$ cat src/logic/dccm_config.svh
`ifndef DCCM_CONFIG_SVH
`define DCCM_CONFIG_SVH

// memory geometry
`define DCCM_ADDR_BITS   16   // byte address width
`define DCCM_DATA_WIDTH  32   // data bits per bank word
`define DCCM_ECC_WIDTH   7    // check bits per bank word
`define DCCM_BYTES       4    // bytes per bank word

// bank select bit, bits below it are the byte offset
`define DCCM_BANK_LSB    2

// access size codes
`define SIZE_BYTE        2'd0
`define SIZE_HALF        2'd1
`define SIZE_WORD        2'd2

`endif

$ cat src/logic/dccm_pkg.sv
`include "dccm_config.svh"

package dccm_pkg;

   typedef logic [`DCCM_ADDR_BITS-1:0]  dccm_addr_t;     // byte address
   typedef logic [`DCCM_DATA_WIDTH-1:0] dccm_data_t;     // one bank word
   typedef logic [`DCCM_ECC_WIDTH-1:0]  dccm_ecc_t;      // its check bits

   // stored word, check bits sit above the data
   typedef logic [`DCCM_ECC_WIDTH+`DCCM_DATA_WIDTH-1:0] dccm_fdata_t;

   typedef logic [`DCCM_BYTES-1:0]      dccm_byteen_t;   // byte enables per bank
   typedef logic [1:0]                  access_size_t;   // see SIZE_* codes

endpackage

$ cat src/logic/dccm_fix_if.sv
`timescale 1ns/1ps

// pending ECC correction, one cycle after the load left r
interface dccm_fix_if;

   logic                   fix_pending;   // write-back wanted this cycle
   logic                   fix_lo;        // lo-address word is corrected
   logic                   fix_hi;        // hi-address word is corrected
   dccm_pkg::dccm_addr_t   fix_addr_lo;
   dccm_pkg::dccm_addr_t   fix_addr_hi;
   dccm_pkg::dccm_fdata_t  fix_word_lo;   // corrected data with new check bits
   dccm_pkg::dccm_fdata_t  fix_word_hi;

   modport tracker (
      output fix_pending, fix_lo, fix_hi,
      output fix_addr_lo, fix_addr_hi, fix_word_lo, fix_word_hi
   );

   modport arb (
      input fix_pending, fix_lo, fix_hi,
      input fix_addr_lo, fix_addr_hi, fix_word_lo, fix_word_hi
   );

endinterface

$ cat src/logic/dccm_rd_pipe.sv
`timescale 1ns/1ps
`include "dccm_config.svh"

module dccm_rd_pipe (
   input  logic                      clk,
   input  logic                      reset,

   input  logic                      valid_d,
   input  logic                      load_d,
   input  logic                      store_d,
   input  dccm_pkg::access_size_t    size_d,
   input  dccm_pkg::dccm_addr_t      addr_d,
   input  dccm_pkg::dccm_addr_t      end_addr_d,
   input  logic                      in_dccm_d,

   input  dccm_pkg::dccm_fdata_t     rd_word_lo,        // memory answer in m
   input  dccm_pkg::dccm_fdata_t     rd_word_hi,

   input  dccm_pkg::dccm_data_t      fwd_data_lo_m,
   input  dccm_pkg::dccm_data_t      fwd_data_hi_m,
   input  dccm_pkg::dccm_byteen_t    fwd_byteen_lo_m,
   input  dccm_pkg::dccm_byteen_t    fwd_byteen_hi_m,

   input  dccm_pkg::dccm_addr_t      addr_r,
   input  dccm_pkg::dccm_data_t      sec_data_lo_r,
   input  dccm_pkg::dccm_data_t      sec_data_hi_r,

   output logic                      rden_d,
   output logic                      rden_r,
   output dccm_pkg::dccm_addr_t      rd_addr_lo,
   output dccm_pkg::dccm_addr_t      rd_addr_hi,
   output dccm_pkg::dccm_data_t      ld_data_r,
   output dccm_pkg::dccm_data_t      ld_data_corr_r
);

   logic                    aligned_word_d;
   logic                    rden_m;
   dccm_pkg::dccm_data_t    rdata_lo_r;
   dccm_pkg::dccm_data_t    rdata_hi_r;
   dccm_pkg::dccm_data_t    fwd_data_lo_r;
   dccm_pkg::dccm_data_t    fwd_data_hi_r;
   dccm_pkg::dccm_byteen_t  fwd_byteen_lo_r;
   dccm_pkg::dccm_byteen_t  fwd_byteen_hi_r;

   // byte-wise forwarding merge over both banks, then right justify
   function automatic dccm_pkg::dccm_data_t merge_shift(
      input logic [2*`DCCM_DATA_WIDTH-1:0] mem_dw,
      input logic [2*`DCCM_DATA_WIDTH-1:0] fwd_dw,
      input logic [2*`DCCM_BYTES-1:0]      byteen,
      input logic [`DCCM_BANK_LSB-1:0]     offset
   );
      logic [2*`DCCM_DATA_WIDTH-1:0] merged;
      logic [2*`DCCM_DATA_WIDTH-1:0] shifted;
      for (int i = 0; i < 2*`DCCM_BYTES; i++) begin
         merged[8*i +: 8] = byteen[i] ? fwd_dw[8*i +: 8] : mem_dw[8*i +: 8];
      end
      shifted = merged >> {offset, 3'b000};   // 8 x byte offset
      return shifted[`DCCM_DATA_WIDTH-1:0];
   endfunction

   // an aligned word store rewrites the whole word and its check bits
   assign aligned_word_d = (size_d == `SIZE_WORD) &&
                           (addr_d[`DCCM_BANK_LSB-1:0] == '0);

   assign rden_d = valid_d & in_dccm_d & (load_d | (store_d & ~aligned_word_d));

   assign rd_addr_lo = addr_d;       // lo bank at start address
   assign rd_addr_hi = end_addr_d;   // hi bank at end address

   always_ff @(posedge clk) begin
      if (reset) begin
         rden_m <= 1'b0;
         rden_r <= 1'b0;
      end else begin
         rden_m <= rden_d;
         rden_r <= rden_m;
      end
   end

   // raw bank data, held until the next read
   always_ff @(posedge clk) begin
      if (rden_m) begin
         rdata_lo_r <= rd_word_lo[`DCCM_DATA_WIDTH-1:0];
         rdata_hi_r <= rd_word_hi[`DCCM_DATA_WIDTH-1:0];
      end
   end

   always_ff @(posedge clk) begin
      fwd_data_lo_r   <= fwd_data_lo_m;
      fwd_data_hi_r   <= fwd_data_hi_m;
      fwd_byteen_lo_r <= fwd_byteen_lo_m;
      fwd_byteen_hi_r <= fwd_byteen_hi_m;
   end

   assign ld_data_r = merge_shift({rdata_hi_r, rdata_lo_r},
                                  {fwd_data_hi_r, fwd_data_lo_r},
                                  {fwd_byteen_hi_r, fwd_byteen_lo_r},
                                  addr_r[`DCCM_BANK_LSB-1:0]);

   assign ld_data_corr_r = merge_shift({sec_data_hi_r, sec_data_lo_r},
                                       {fwd_data_hi_r, fwd_data_lo_r},
                                       {fwd_byteen_hi_r, fwd_byteen_lo_r},
                                       addr_r[`DCCM_BANK_LSB-1:0]);

endmodule

$ cat src/logic/dccm_sec_tracker.sv
`timescale 1ns/1ps

module dccm_sec_tracker (
   input  logic                    clk,
   input  logic                    reset,

   input  logic                    load_r,
   input  logic                    dma_r,
   input  logic                    commit_r,
   input  logic                    raw_fwd_lo_r,     // bank fully forwarded
   input  logic                    raw_fwd_hi_r,
   input  logic                    single_err_lo_r,
   input  logic                    single_err_hi_r,
   input  logic                    double_err_r,

   input  dccm_pkg::dccm_addr_t    addr_r,
   input  dccm_pkg::dccm_addr_t    end_addr_r,
   input  dccm_pkg::dccm_data_t    sec_data_lo_r,
   input  dccm_pkg::dccm_data_t    sec_data_hi_r,
   input  dccm_pkg::dccm_ecc_t     sec_ecc_lo_r,
   input  dccm_pkg::dccm_ecc_t     sec_ecc_hi_r,

   output logic                    single_err_r,
   dccm_fix_if.tracker             fix
);

   logic ld_err_lo;
   logic ld_err_hi;
   logic fix_take;   // correction goes to the write port next cycle

   // forwarded bytes never came from the bad word
   assign ld_err_lo = load_r & single_err_lo_r & ~raw_fwd_lo_r;
   assign ld_err_hi = load_r & single_err_hi_r & ~raw_fwd_hi_r;

   assign single_err_r = (ld_err_lo | ld_err_hi) & ~double_err_r;

   // only a load that leaves the pipe may write back
   assign fix_take = single_err_r & (commit_r | dma_r);

   always_ff @(posedge clk) begin
      if (reset) begin
         fix.fix_pending <= 1'b0;
         fix.fix_lo      <= 1'b0;
         fix.fix_hi      <= 1'b0;
      end else begin
         fix.fix_pending <= fix_take;
         fix.fix_lo      <= fix_take & ld_err_lo;
         fix.fix_hi      <= fix_take & ld_err_hi;
      end
   end

   always_ff @(posedge clk) begin
      if (fix_take) begin
         fix.fix_addr_lo <= addr_r;
         fix.fix_addr_hi <= end_addr_r;
         fix.fix_word_lo <= {sec_ecc_lo_r, sec_data_lo_r};
         fix.fix_word_hi <= {sec_ecc_hi_r, sec_data_hi_r};
      end
   end

endmodule

$ cat src/logic/dccm_wr_arb.sv
`timescale 1ns/1ps
`include "dccm_config.svh"

module dccm_wr_arb (
   input  logic                    rden_d,
   dccm_fix_if.arb                 fix,

   input  logic                    dma_wen,
   input  dccm_pkg::dccm_fdata_t   dma_word_lo,
   input  dccm_pkg::dccm_fdata_t   dma_word_hi,
   input  dccm_pkg::dccm_addr_t    addr_d,       // DMA writes use the d addresses
   input  dccm_pkg::dccm_addr_t    end_addr_d,

   input  logic                    stbuf_req,
   input  dccm_pkg::dccm_addr_t    stbuf_addr,   // word aligned
   input  dccm_pkg::dccm_fdata_t   stbuf_word,

   output logic                    stbuf_commit,
   output logic                    wren,
   output dccm_pkg::dccm_addr_t    wr_addr_lo,
   output dccm_pkg::dccm_addr_t    wr_addr_hi,
   output dccm_pkg::dccm_fdata_t   wr_word_lo,
   output dccm_pkg::dccm_fdata_t   wr_word_hi
);

   logic port_idle;
   logic bank_free;   // store bank untouched by the d-stage read

   assign port_idle = ~(rden_d | dma_wen | fix.fix_pending);

   assign bank_free = (stbuf_addr[`DCCM_BANK_LSB] != addr_d[`DCCM_BANK_LSB]) &&
                      (stbuf_addr[`DCCM_BANK_LSB] != end_addr_d[`DCCM_BANK_LSB]);

   // a read leaves the other bank open, writers never share the port
   assign stbuf_commit = stbuf_req &
                         (port_idle |
                          (rden_d & bank_free & ~dma_wen & ~fix.fix_pending));

   assign wren = fix.fix_pending | dma_wen | stbuf_commit;

   always_comb begin
      if (fix.fix_pending) begin
         // single-bank fix drives its record onto both halves
         wr_addr_lo = fix.fix_lo ? fix.fix_addr_lo : fix.fix_addr_hi;
         wr_addr_hi = fix.fix_hi ? fix.fix_addr_hi : fix.fix_addr_lo;
         wr_word_lo = fix.fix_lo ? fix.fix_word_lo : fix.fix_word_hi;
         wr_word_hi = fix.fix_hi ? fix.fix_word_hi : fix.fix_word_lo;
      end else if (dma_wen) begin
         wr_addr_lo = addr_d;
         wr_addr_hi = end_addr_d;
         wr_word_lo = dma_word_lo;
         wr_word_hi = dma_word_hi;
      end else begin
         wr_addr_lo = stbuf_addr;   // same word on both, bank bit picks one
         wr_addr_hi = stbuf_addr;
         wr_word_lo = stbuf_word;
         wr_word_hi = stbuf_word;
      end
   end

endmodule

$ cat src/logic/dccm_ctl.sv
`timescale 1ns/1ps

module dccm_ctl (
   input  logic                      clk,
   input  logic                      reset,

   // d stage
   input  logic                      valid_d,
   input  logic                      load_d,
   input  logic                      store_d,
   input  dccm_pkg::access_size_t    size_d,
   input  dccm_pkg::dccm_addr_t      addr_d,
   input  dccm_pkg::dccm_addr_t      end_addr_d,
   input  logic                      in_dccm_d,

   // m stage, store-buffer forwarding
   input  dccm_pkg::dccm_data_t      fwd_data_lo_m,
   input  dccm_pkg::dccm_data_t      fwd_data_hi_m,
   input  dccm_pkg::dccm_byteen_t    fwd_byteen_lo_m,
   input  dccm_pkg::dccm_byteen_t    fwd_byteen_hi_m,

   // r stage, pipe state and ECC unit results
   input  logic                      load_r,
   input  logic                      dma_r,
   input  logic                      commit_r,
   input  logic                      raw_fwd_lo_r,
   input  logic                      raw_fwd_hi_r,
   input  logic                      single_err_lo_r,
   input  logic                      single_err_hi_r,
   input  logic                      double_err_r,
   input  dccm_pkg::dccm_addr_t      addr_r,
   input  dccm_pkg::dccm_addr_t      end_addr_r,
   input  dccm_pkg::dccm_data_t      sec_data_lo_r,
   input  dccm_pkg::dccm_data_t      sec_data_hi_r,
   input  dccm_pkg::dccm_ecc_t       sec_ecc_lo_r,
   input  dccm_pkg::dccm_ecc_t       sec_ecc_hi_r,

   // DMA and store-buffer writers
   input  logic                      dma_wen,
   input  dccm_pkg::dccm_fdata_t     dma_word_lo,
   input  dccm_pkg::dccm_fdata_t     dma_word_hi,
   input  logic                      stbuf_req,
   input  dccm_pkg::dccm_addr_t      stbuf_addr,
   input  dccm_pkg::dccm_fdata_t     stbuf_word,
   output logic                      stbuf_commit,

   // memory ports
   output logic                      dccm_rden,
   output dccm_pkg::dccm_addr_t      dccm_rd_addr_lo,
   output dccm_pkg::dccm_addr_t      dccm_rd_addr_hi,
   input  dccm_pkg::dccm_fdata_t     rd_word_lo,
   input  dccm_pkg::dccm_fdata_t     rd_word_hi,
   output logic                      dccm_wren,
   output dccm_pkg::dccm_addr_t      dccm_wr_addr_lo,
   output dccm_pkg::dccm_addr_t      dccm_wr_addr_hi,
   output dccm_pkg::dccm_fdata_t     dccm_wr_word_lo,
   output dccm_pkg::dccm_fdata_t     dccm_wr_word_hi,

   // load results
   output logic                      rden_r,
   output dccm_pkg::dccm_data_t      ld_data_r,
   output dccm_pkg::dccm_data_t      ld_data_corr_r,
   output logic                      single_err_r
);

   logic rden_d;   // also blocks store-buffer bank conflicts

   dccm_fix_if fix_bus ();

   dccm_rd_pipe i_rd_pipe (
      .clk             (clk),
      .reset           (reset),
      .valid_d         (valid_d),
      .load_d          (load_d),
      .store_d         (store_d),
      .size_d          (size_d),
      .addr_d          (addr_d),
      .end_addr_d      (end_addr_d),
      .in_dccm_d       (in_dccm_d),
      .rd_word_lo      (rd_word_lo),
      .rd_word_hi      (rd_word_hi),
      .fwd_data_lo_m   (fwd_data_lo_m),
      .fwd_data_hi_m   (fwd_data_hi_m),
      .fwd_byteen_lo_m (fwd_byteen_lo_m),
      .fwd_byteen_hi_m (fwd_byteen_hi_m),
      .addr_r          (addr_r),
      .sec_data_lo_r   (sec_data_lo_r),
      .sec_data_hi_r   (sec_data_hi_r),
      .rden_d          (rden_d),
      .rden_r          (rden_r),
      .rd_addr_lo      (dccm_rd_addr_lo),
      .rd_addr_hi      (dccm_rd_addr_hi),
      .ld_data_r       (ld_data_r),
      .ld_data_corr_r  (ld_data_corr_r)
   );

   assign dccm_rden = rden_d;

   dccm_sec_tracker i_sec_tracker (
      .clk             (clk),
      .reset           (reset),
      .load_r          (load_r),
      .dma_r           (dma_r),
      .commit_r        (commit_r),
      .raw_fwd_lo_r    (raw_fwd_lo_r),
      .raw_fwd_hi_r    (raw_fwd_hi_r),
      .single_err_lo_r (single_err_lo_r),
      .single_err_hi_r (single_err_hi_r),
      .double_err_r    (double_err_r),
      .addr_r          (addr_r),
      .end_addr_r      (end_addr_r),
      .sec_data_lo_r   (sec_data_lo_r),
      .sec_data_hi_r   (sec_data_hi_r),
      .sec_ecc_lo_r    (sec_ecc_lo_r),
      .sec_ecc_hi_r    (sec_ecc_hi_r),
      .single_err_r    (single_err_r),
      .fix             (fix_bus.tracker)
   );

   dccm_wr_arb i_wr_arb (
      .rden_d          (rden_d),
      .fix             (fix_bus.arb),
      .dma_wen         (dma_wen),
      .dma_word_lo     (dma_word_lo),
      .dma_word_hi     (dma_word_hi),
      .addr_d          (addr_d),
      .end_addr_d      (end_addr_d),
      .stbuf_req       (stbuf_req),
      .stbuf_addr      (stbuf_addr),
      .stbuf_word      (stbuf_word),
      .stbuf_commit    (stbuf_commit),
      .wren            (dccm_wren),
      .wr_addr_lo      (dccm_wr_addr_lo),
      .wr_addr_hi      (dccm_wr_addr_hi),
      .wr_word_lo      (dccm_wr_word_lo),
      .wr_word_hi      (dccm_wr_word_hi)
   );

endmodule

$ cat config.mk
export PLATFORM = sky130hd
export DESIGN_NAME = dccm_ctl
export DESIGN_NICKNAME = d
export VERILOG_FILES = /design/src/logic/dccm_pkg.sv /design/src/logic/dccm_fix_if.sv /design/src/logic/dccm_rd_pipe.sv /design/src/logic/dccm_sec_tracker.sv /design/src/logic/dccm_wr_arb.sv /design/src/logic/dccm_ctl.sv
export VERILOG_INCLUDE_DIRS = /design/src /design/src/logic
export SDC_FILE = /design/constraint.sdc
export NUM_CORES = 1
export LEC_CHECK = 0
export BUFFER_PORTS_ARGS = -buffer_cell sky130_fd_sc_hd__buf_2
export CAP_MARGIN = 40
export CELL_PAD_IN_SITES_DETAIL_PLACEMENT = 0
export CELL_PAD_IN_SITES_GLOBAL_PLACEMENT = 1
export CORE_AREA = 2 2 251 253
export DETAILED_ROUTE_END_ITERATION = 12
export DIE_AREA = 0 0 253 255
export PLACE_DENSITY = 0.63
export RECOVER_POWER = 50
export SYNTH_ARGS = -nofsm -noshare
export SYNTH_HDL_FRONTEND = slang
export SYNTH_SLANG_ARGS = --single-unit
$ cat constraint.sdc
create_clock -name clk -period 9.03 [get_ports clk]
set_input_delay 0.903 -clock clk [delete_from_list [all_inputs] [get_ports clk]]
set_output_delay 0.903 -clock clk [all_outputs]
set_load 0.01 [all_outputs]
; After elaboration in Yosys (flattened, before gate mapping)
; Index checks and enable logic that the tools add are counted.
[classes]
n_reduce_logical = 3
bitwise_logic = 30
muxes = 28
shifts = 2
n_eq_ne = 3
[ops]
columns = operator, n
row1 = 39-bit 2-to-1 mux, 6
row2 = 8-bit 2-to-1 mux, 16
row3 = 64-bit by 5-bit right shift with 32-bit output, 2
row4 = 16-bit 2-to-1 mux, 6
row5 = 1-bit AND, 15
row6 = 1-bit bitwise OR, 8
row7 = 1-bit NOT, 7
row8 = 2-bit == test (second input constant), 1
row9 = 1-bit logical AND, 2
row10 = 2-bit zero test, 1
row11 = 1-bit inequality test, 2
[word_totals]
inputBits = 443
regBits = 251
wordCells = 81
out_inout_bits = 211

; Logic depth before layout (Yosys ltp)
; Gate-level depths: netlist of the first run.
[depth]
ltp_word = 12
mapped_depth = 6
ltp_nobuf = 3

; Cells and area by module
; A second synthesis of the first run with hierarchy kept.
[unflattened]
hier_cells = 1033
hier_area_um2 = 13249.0
[modules_own_cells]
columns = mod, n_inst, area_each_um2, cells_each
row1 = dccm_rd_pipe, 1, 6003.3, 533
row2 = dccm_wr_arb, 1, 3763.6, 377
row3 = dccm_sec_tracker, 1, 3482.1, 123

; Worst setup path after synthesis of the first run
; No wires, ideal clock.
[synth_timing]
path_type = input-to-reg
start = input port raw_fwd_lo_r
end = register i_sec_tracker.fix.fix_addr_hi[0] (enable)
required_time_ps = 8315
setup_slack_ps = -375
n_path_buf = 0
t_arrival_ps = 8691
path_stages = 3
cell_sequence = nand2b_1 -> and2_1 -> nor3_1
[synth_between]
elab_chain_len = 5
[synth_rtl]
columns = element, line
row1 = start: declaration, dccm_ctl.sv:26  ; input logic raw_fwd_lo_r,
row2 = 1-bit NOT, dccm_sec_tracker.sv:32  ; assign ld_err_lo = load_r & single_err_lo_r & ~raw_fwd_lo_r;
row3 = 1-bit AND, dccm_sec_tracker.sv:32
row4 = 1-bit bitwise OR, dccm_sec_tracker.sv:35  ; assign single_err_r = (ld_err_lo | ld_err_hi) & ~double_err_r;
row5 = 1-bit AND, dccm_sec_tracker.sv:35
row6 = 1-bit AND, dccm_sec_tracker.sv:38  ; assign fix_take = single_err_r & (commit_r | dma_r);
row7 = via i_sec_tracker.fix_take, dccm_sec_tracker.sv:29  ; logic fix_take;
row8 = end signal: assignment, dccm_sec_tracker.sv:55  ; fix.fix_addr_hi <= end_addr_r;
row9 = end: declaration, dccm_fix_if.sv:16  ; output fix_addr_lo, fix_addr_hi, fix_word_lo, fix_word_hi
; The timed path passes the listed nets, and every way through them passes these cells.
; A chain may end at the register's enable or synchronous reset.

; Worst setup path after layout of the first run
[layout_timing]
start = input port addr_r[0]
end = output port ld_data_corr_r[28]
[layout_between]
elab_chain_len = 1
[layout_rtl]
columns = element, line
row1 = start: declaration, dccm_ctl.sv:31  ; input dccm_pkg::dccm_addr_t addr_r,
row2 = 64-bit by 5-bit right shift with 32-bit output, dccm_rd_pipe.sv:57  ; shifted = merged >> {offset, 3'b000};
row3 = end: declaration, dccm_ctl.sv:62  ; output dccm_pkg::dccm_data_t ld_data_corr_r,
; Every way passes these cells.

==> flow_summary.json, run 1 <==
{
  "floorplan.die_area_um2": 64500,
  "timing_worst_setup_path_type": "input port to output port",
  "total_power_mw": 3.06,
  "critical_path_arrival_ps": 5240,
  "yosys-top-cells-area": "sky130_fd_sc_hd__edfxtp_1, sky130_fd_sc_hd__mux2i_1, sky130_fd_sc_hd__dfxtp_1",
  "period_share": 0.681,
  "synth_top_cell_area_share": 0.397,
  "postCtsHoldBufs": 0,
  "antenna_found_initial": 17,
  "maxSlewHeadroom": -1.25,
  "clk_lat_worst_skew_ps": 580,
  "total_iterations_of_the_first_detailed_routing_run": 5,
  "detail_route.drc_violations": 0,
  "path_delay_family": "buffers and inverters",
  "vias_in_the_first_global_route": 10600,
  "place.detailed.hpwl_um": 45200,
  "syn_avg_cell_area_um2": 12.0,
  "net_count_reported_at_finish": 2041,
  "overflow": 0,
  "gr-usage-all-layers": 0.164,
  "totalWireLength_um": 57200,
  "row_count": 92,
  "die_width_um": 253,
  "ys_types": 33,
  "netlist_area_um2": 12500,
  "power.switching_uw": 835,
  "clock_tree_from_tritoncts": "built",
  "routability_congestion_estimate_from_global_placement": 0.838,
  "fill_cells": 6572,
  "timing.final.crit_period_ps": 6150,
  "postCtsResizedCells": 0,
  "synth-warning-count": 0,
  "fmaxAchievable_ghz": 0.163,
  "ys_seq_area_frac": 0.506,
  "outcome": "finished with violations",
  "area_delta_synth_final_pct": 37.4,
  "tightest_slew_ps": 3370,
  "synth-seq-cells": 234,
  "route.vias.total": 11100,
  "largest_net_degree_at_the_start_of_global_routing": 98,
  "ios": 654,
  "timing.critical_path.fanout_max": 43,
  "dp.cells": 2365,
  "io_buffer_count": 622,
  "grt_first_pass_wirelength_um": 75600,
  "cts_sinks": 234,
  "part_of_the_power_in_the_clock_network": 0.421,
  "post_cts.repair.setup_buffers": 0,
  "start_util": 0.202,
  "hold_path.class": "input port to register",
  "path_cells": "buf_2 -> clkbuf_1 -> nand2_1 -> a211oi_1 -> a211oi_1 -> buf_2",
  "rsz0062_at_grt": "no",
  "crit_path_max_incr_delay_ps": 2090,
  "detailed_route_vias_per_instance": 4.54,
  "clock_tree.root_cell": "sky130_fd_sc_hd__clkbuf_16",
  "fin_util": 0.277,
  "crit_path_required_time_ps": 8130,
  "timing_max_transition_violations_final": 187,
  "core_region_area_um2": 62200,
  "critPathCaptureType": "output port",
  "slowest_stage": "sky130_fd_sc_hd__clkbuf_1",
  "ctsLongestPathBuffers": 3,
  "detailedRoute.firstIterationViolations": 791,
  "avgRoutedWirePerCell_um": 23.5,
  "cts.reportedPaths.clkPinSlew_ps": 70,
  "power.ir.vdd_worst_mv": 0.113,
  "combinationalPowerShare": 0.176,
  "finalNonFillerCells": 2433,
  "layout-drive-gt1-share": 0.440,
  "seq_power_share": 0.403,
  "tritoncts.num_buffers": 30,
  "path_buf_inv": 3,
  "final_hold_viol_count": 0,
  "setup_viol_count_final": 0,
  "multiInputGateArea_um2": 5480,
  "cap_viol_max_count": 4,
  "leakagePower_nw": 6.72,
  "sw_frac_of_total": 0.273,
  "htree_levels": 1,
  "fin_setup_tns_ps": 0,
  "fp.dieH_um": 255,
  "violations_in_the_final_reports": "capacitance limit, slew limit",
  "syn_inst": 1044,
  "route.antenna.remaining_nets": 0,
  "post_route_clock_skew_ps": 8.98,
  "cell_internal_pwr_mw": 2.22,
  "postSynthNetCount": 1487,
  "startpoint_class": "input port",
  "regArea_um2": 6360,
  "cellPowerDensity_nw_per_um2": 177,
  "synth.largest_area_cell": "sky130_fd_sc_hd__edfxtp_1"
}
cell families (layout without fill, tap and decap cells):
| kind of cell | count (synthesis) | count (layout) | synth area share |
|---|---|---|---|
| flip-flops | 234 | 234 | 0.506 |
| multiplexers | 268 | 268 | 0.230 |
| AO/OA/AOI/OAI | 293 | 293 | 0.149 |
| AND/OR/NAND/NOR | 122 | 122 | 0.0567 |
| other | 0 | 12 | 0 |
| buffers and inverters | 127 | 705 | 0.0581 |
final cells by class:
cell class	instances	area share
multi-input combinational	683	0.318
antenna	12	0.00174
clock buffer	44	0.0551
timing repair buffer	643	0.190
tap	799	0.0580
inverter	6	0.00131
clock inverter	12	0.00711
sequential	234	0.369
placed cells by master (no fill, tap or decap), types with 4 or more instances in the layout:
master and n:
sky130_fd_sc_hd__buf_2 552, sky130_fd_sc_hd__mux2i_1 180, sky130_fd_sc_hd__edfxtp_1 166, sky130_fd_sc_hd__a211oi_1 134
sky130_fd_sc_hd__a21oi_1 125, sky130_fd_sc_hd__nor2b_1 85, sky130_fd_sc_hd__mux2_2 78, sky130_fd_sc_hd__clkbuf_1 77
sky130_fd_sc_hd__dfxtp_1 65, sky130_fd_sc_hd__clkbuf_16 35, sky130_fd_sc_hd__o22ai_1 16, sky130_fd_sc_hd__nor2_1 16
sky130_fd_sc_hd__diode_2 12, sky130_fd_sc_hd__buf_4 11, sky130_fd_sc_hd__a211o_1 8, sky130_fd_sc_hd__mux4_2 8
sky130_fd_sc_hd__nand2b_1 7, sky130_fd_sc_hd__nand2_1 5, sky130_fd_sc_hd__inv_1 5, sky130_fd_sc_hd__o21ai_0 5
sky130_fd_sc_hd__clkbuf_8 4, sky130_fd_sc_hd__buf_16 4
metrics by stage:
stage	hold WS [ps]	area, um^2	worst slack (ps)
after floorplan	931	12600	3030
after global placement	656	16100	4830
after detailed placement	655	16200	4790
after CTS	377	17300	4780
after global routing	378	17200	2600
final	419	17200	2880
cell usage after synthesis:
cell and count:
sky130_fd_sc_hd__a21oi_1 125, sky130_fd_sc_hd__nand2_1 5, sky130_fd_sc_hd__mux4_2 8, sky130_fd_sc_hd__and3b_1 1, sky130_fd_sc_hd__clkbuf_1 34, sky130_fd_sc_hd__clkbuf_8 1, sky130_fd_sc_hd__and2_1 1, sky130_fd_sc_hd__nor4_1 3
sky130_fd_sc_hd__a211o_1 8, sky130_fd_sc_hd__nor3_1 1, sky130_fd_sc_hd__nor2_1 16, sky130_fd_sc_hd__inv_2 1, sky130_fd_sc_hd__buf_4 44, sky130_fd_sc_hd__inv_1 5, sky130_fd_sc_hd__a31oi_1 2, sky130_fd_sc_hd__clkbuf_2 1
sky130_fd_sc_hd__a211oi_1 134, sky130_fd_sc_hd__o21ai_0 4, sky130_fd_sc_hd__mux2_4 2, sky130_fd_sc_hd__dfxtp_1 68, sky130_fd_sc_hd__nand2b_1 7, sky130_fd_sc_hd__mux2_2 78, sky130_fd_sc_hd__edfxtp_1 166, sky130_fd_sc_hd__buf_6 4
sky130_fd_sc_hd__a2111oi_2 1, sky130_fd_sc_hd__o21ai_1 1, sky130_fd_sc_hd__o211ai_1 2, sky130_fd_sc_hd__nor4b_1 1, sky130_fd_sc_hd__buf_2 37, sky130_fd_sc_hd__mux2i_1 180, sky130_fd_sc_hd__nor2b_1 85, sky130_fd_sc_hd__o22ai_1 16
sky130_fd_sc_hd__nand3_1 2
sequential cells by signal (all words and copies together) (netlist names):
signal	count
i_rd_pipe.fwd_byteen_hi_r	3
i_sec_tracker.fix.fix_word_lo	39
i_rd_pipe.fwd_data_hi_r	24
i_sec_tracker.fix.fix_hi	1
i_sec_tracker.fix.fix_addr_hi	16
i_sec_tracker.fix.fix_word_hi	39
i_sec_tracker.fix.fix_pending	1
i_rd_pipe.rdata_hi_r	24
i_rd_pipe.rden_r	1
i_rd_pipe.rdata_lo_r	32
i_sec_tracker.fix.fix_addr_lo	16
i_rd_pipe.fwd_byteen_lo_r	4
i_rd_pipe.rden_m	1
i_sec_tracker.fix.fix_lo	1
i_rd_pipe.fwd_data_lo_r	32
final timing paths:
check	from	slack [ps]	endpoint	cells past startpoint
worst max-delay path	addr_r[0]	2880	ld_data_corr_r[28]	6
worst min-delay path	fwd_byteen_lo_m[0]	420	i_rd_pipe.fwd_byteen_lo_r[0]	1
worst max register to register	i_rd_pipe.rden_m	5320	i_rd_pipe.rdata_hi_r[15]	1
worst min register to register	i_rd_pipe.rden_m	790	i_rd_pipe.rdata_lo_r[21]	0
routing by layer:
layer  vias up  wire length [um]  track usage
met5         -                34            0
li1       5124                 -            -
met3       100              3900       0.0310
met1      5288             24900        0.218
met2       535             26000        0.263
met4         6              2270       0.0669
power by group through the flow:
stage	clock, mW	sequential [mW]	combinational [mW]
6_report	1.29	1.23	0.539
2_1_floorplan	0	1.24	0.278
5_1_grt	1.37	1.24	0.582
3_3_place_gp	0	1.26	0.530
3_5_place_dp	0	1.25	0.544
4_1_cts	1.33	1.23	0.547
Power figures use the tool's default switching activity.
==> inputs of run 2 (changes only) <==
CORE_AREA = 2 2 254 256   (was 2 2 251 253)
DIE_AREA = 0 0 256 258   (was 0 0 253 255)
PLACE_DENSITY = 0.6   (was 0.63)
clock period = 5.8 ns   (was 9.03 ns; I/O delays follow)
==> run 2 against run 1 <==
The run still ends with capacitance limit, slew limit left. Worst hold slack worse by 340 ps. Combinational power is 55% higher. Sequential cell count stayed put. Die area is 2.4% higher. Non-clock buffer count stayed put. Worst setup slack worse by 640 ps. Critical endpoint is now i_rd_pipe.rdata_lo_r[19].
==> flow_summary.json, run 2 (synthesis results as in run 1) <==
{
  "outcome": "finished with violations",
  "violations_in_the_final_reports": "capacitance limit, slew limit",
  "largest_net_degree_at_the_start_of_global_routing": 162,
  "layout_commonest_cell": "sky130_fd_sc_hd__buf_2",
  "cap_viol_max_count": 1,
  "highest_count_cells_in_the_layout_ignoring_fill_and_taps": "sky130_fd_sc_hd__buf_2, sky130_fd_sc_hd__mux2i_1, sky130_fd_sc_hd__edfxtp_1",
  "totalWireLength_um": 56400,
  "place.detailed.hpwl_um": 44900,
  "postCtsResizedCells": 0,
  "core_region_area_um2": 63600,
  "postCtsHoldBufs": 0,
  "placed_area_um2": 16300,
  "total_iterations_of_the_first_detailed_routing_run": 4,
  "fmaxAchievable_ghz": 0.281,
  "vias_in_the_first_global_route": 11200,
  "setup_viol_count_final": 0,
  "path_cells": "clkbuf_1",
  "io_buffer_count": 622,
  "antenna_found_initial": 8,
  "critPathCaptureType": "register",
  "period_share": 0.614,
  "final_hold_viol_count": 0,
  "clock_tree.root_cell": "sky130_fd_sc_hd__clkbuf_16",
  "post_route_clock_skew_ps": 12.1,
  "total_power_mw": 4.66,
  "maxSlewHeadroom": -1.56,
  "detail_route.drc_violations": 0,
  "net_count_reported_at_finish": 2040,
  "clk_lat_worst_skew_ps": 590,
  "grt_first_pass_wirelength_um": 78800,
  "clock_tree_from_tritoncts": "built",
  "largest_registers": "i_sec_tracker.fix.fix_word_hi x39, i_sec_tracker.fix.fix_word_lo x39",
  "hold_path.class": "input port to register",
  "timing.final.crit_period_ps": 3560,
  "overflow": 0,
  "area_delta_synth_final_pct": 37.1,
  "cts_sinks": 234,
  "avgRoutedWirePerCell_um": 22.8,
  "route.vias.total": 10900,
  "fp.dieH_um": 258,
  "start_util": 0.197,
  "critical_path_arrival_ps": 3660,
  "htree_levels": 1,
  "gr-usage-all-layers": 0.163,
  "path_delay_family": "buffers and inverters",
  "crit_path_max_incr_delay_ps": 2610,
  "fin_area_um2": 17200,
  "fin_setup_tns_ps": 0,
  "ios": 654,
  "cellPowerDensity_nw_per_um2": 271,
  "startpoint_class": "register",
  "ctsLongestPathBuffers": 3,
  "detailedRoute.firstIterationViolations": 556,
  "crit_path_required_time_ps": 5900,
  "tritoncts.num_buffers": 29,
  "power.ir.vdd_worst_mv": 0.200,
  "layout-drive-gt1-share": 0.431,
  "routability_congestion_estimate_from_global_placement": 1.03,
  "leakagePower_nw": 6.66,
  "floorplan.die_area_um2": 66000,
  "timing.critical_path.fanout_max": 57,
  "route.antenna.remaining_nets": 0,
  "cts.reportedPaths.clkPinSlew_ps": 60,
  "tightest_slew_ps": 3830,
  "timing_worst_setup_path_type": "register to register",
  "timing_max_transition_violations_final": 58,
  "rsz0062_at_grt": "no",
  "post_cts.repair.setup_buffers": 0,
  "die_width_um": 256,
  "slowest_stage": "sky130_fd_sc_hd__clkbuf_1",
  "detailed_route_vias_per_instance": 4.40,
  "row_count": 93,
  "path_buf_inv": 1
}
## run 2: cell count changes in the layout (fill, tap and decap cells not counted), sizes merged
cell      previous run  this run
inv                  9        11
clkinvlp             3         1
clkbuf             116       128
diode               12         2
buf                571       554
clkinv               4         7
## run 2: metrics by stage
step / setup slack [ps] / instances / util / hold WS, ps
2_1_floorplan: 121 / 1044 / - / 608
3_3_place_gp: 2610 / 2415 / 0.254 / 684
3_5_place_dp: 2720 / 2421 / 0.256 / 684
4_1_cts: 2320 / 2475 / 0.272 / 36.1
5_1_grt: 1990 / 2476 / 0.270 / 43.9
6_report: 2240 / 2477 / 0.270 / 80.8
## run 2: final timing paths
| path | from | end | slack (ps) | cells past startpoint |
|---|---|---|---|---|
| setup / recovery | i_rd_pipe.rden_m | i_rd_pipe.rdata_lo_r[19] | 2240 | 1 |
| hold / removal | fwd_data_lo_m[22] | i_rd_pipe.fwd_data_lo_r[22] | 80 | 1 |
| setup reg to reg | i_rd_pipe.rden_m | i_rd_pipe.rdata_lo_r[19] | 2240 | 1 |
| hold reg to reg | i_rd_pipe.rden_m | i_rd_pipe.rdata_lo_r[17] | 2230 | 1 |
## run 2: cell type report
cell class | instances | area [um^2]
repair buffers | 643 | 3260
clock buffers | 39 | 857
diodes | 2 | 5.00
clock inverters | 15 | 150
fillers | 6798 | 46400
well taps | 855 | 1070
flip-flops and latches | 234 | 6360
inverters | 6 | 22.5
multi-input cells | 683 | 5480
## run 2: report_power, final
part           internal [mW]  switching [mW]
sequential              1.87          0.0420
clock                   1.13           0.780
combinational          0.363           0.474
## run 2: layer usage
layer,global-route usage,wire (um),vias to the layer above
met3,0.0403,4040,75
met2,0.272,26300,495
met4,0.0463,1440,4
li1,-,-,5102
met5,0,27,-
met1,0.208,24600,5224
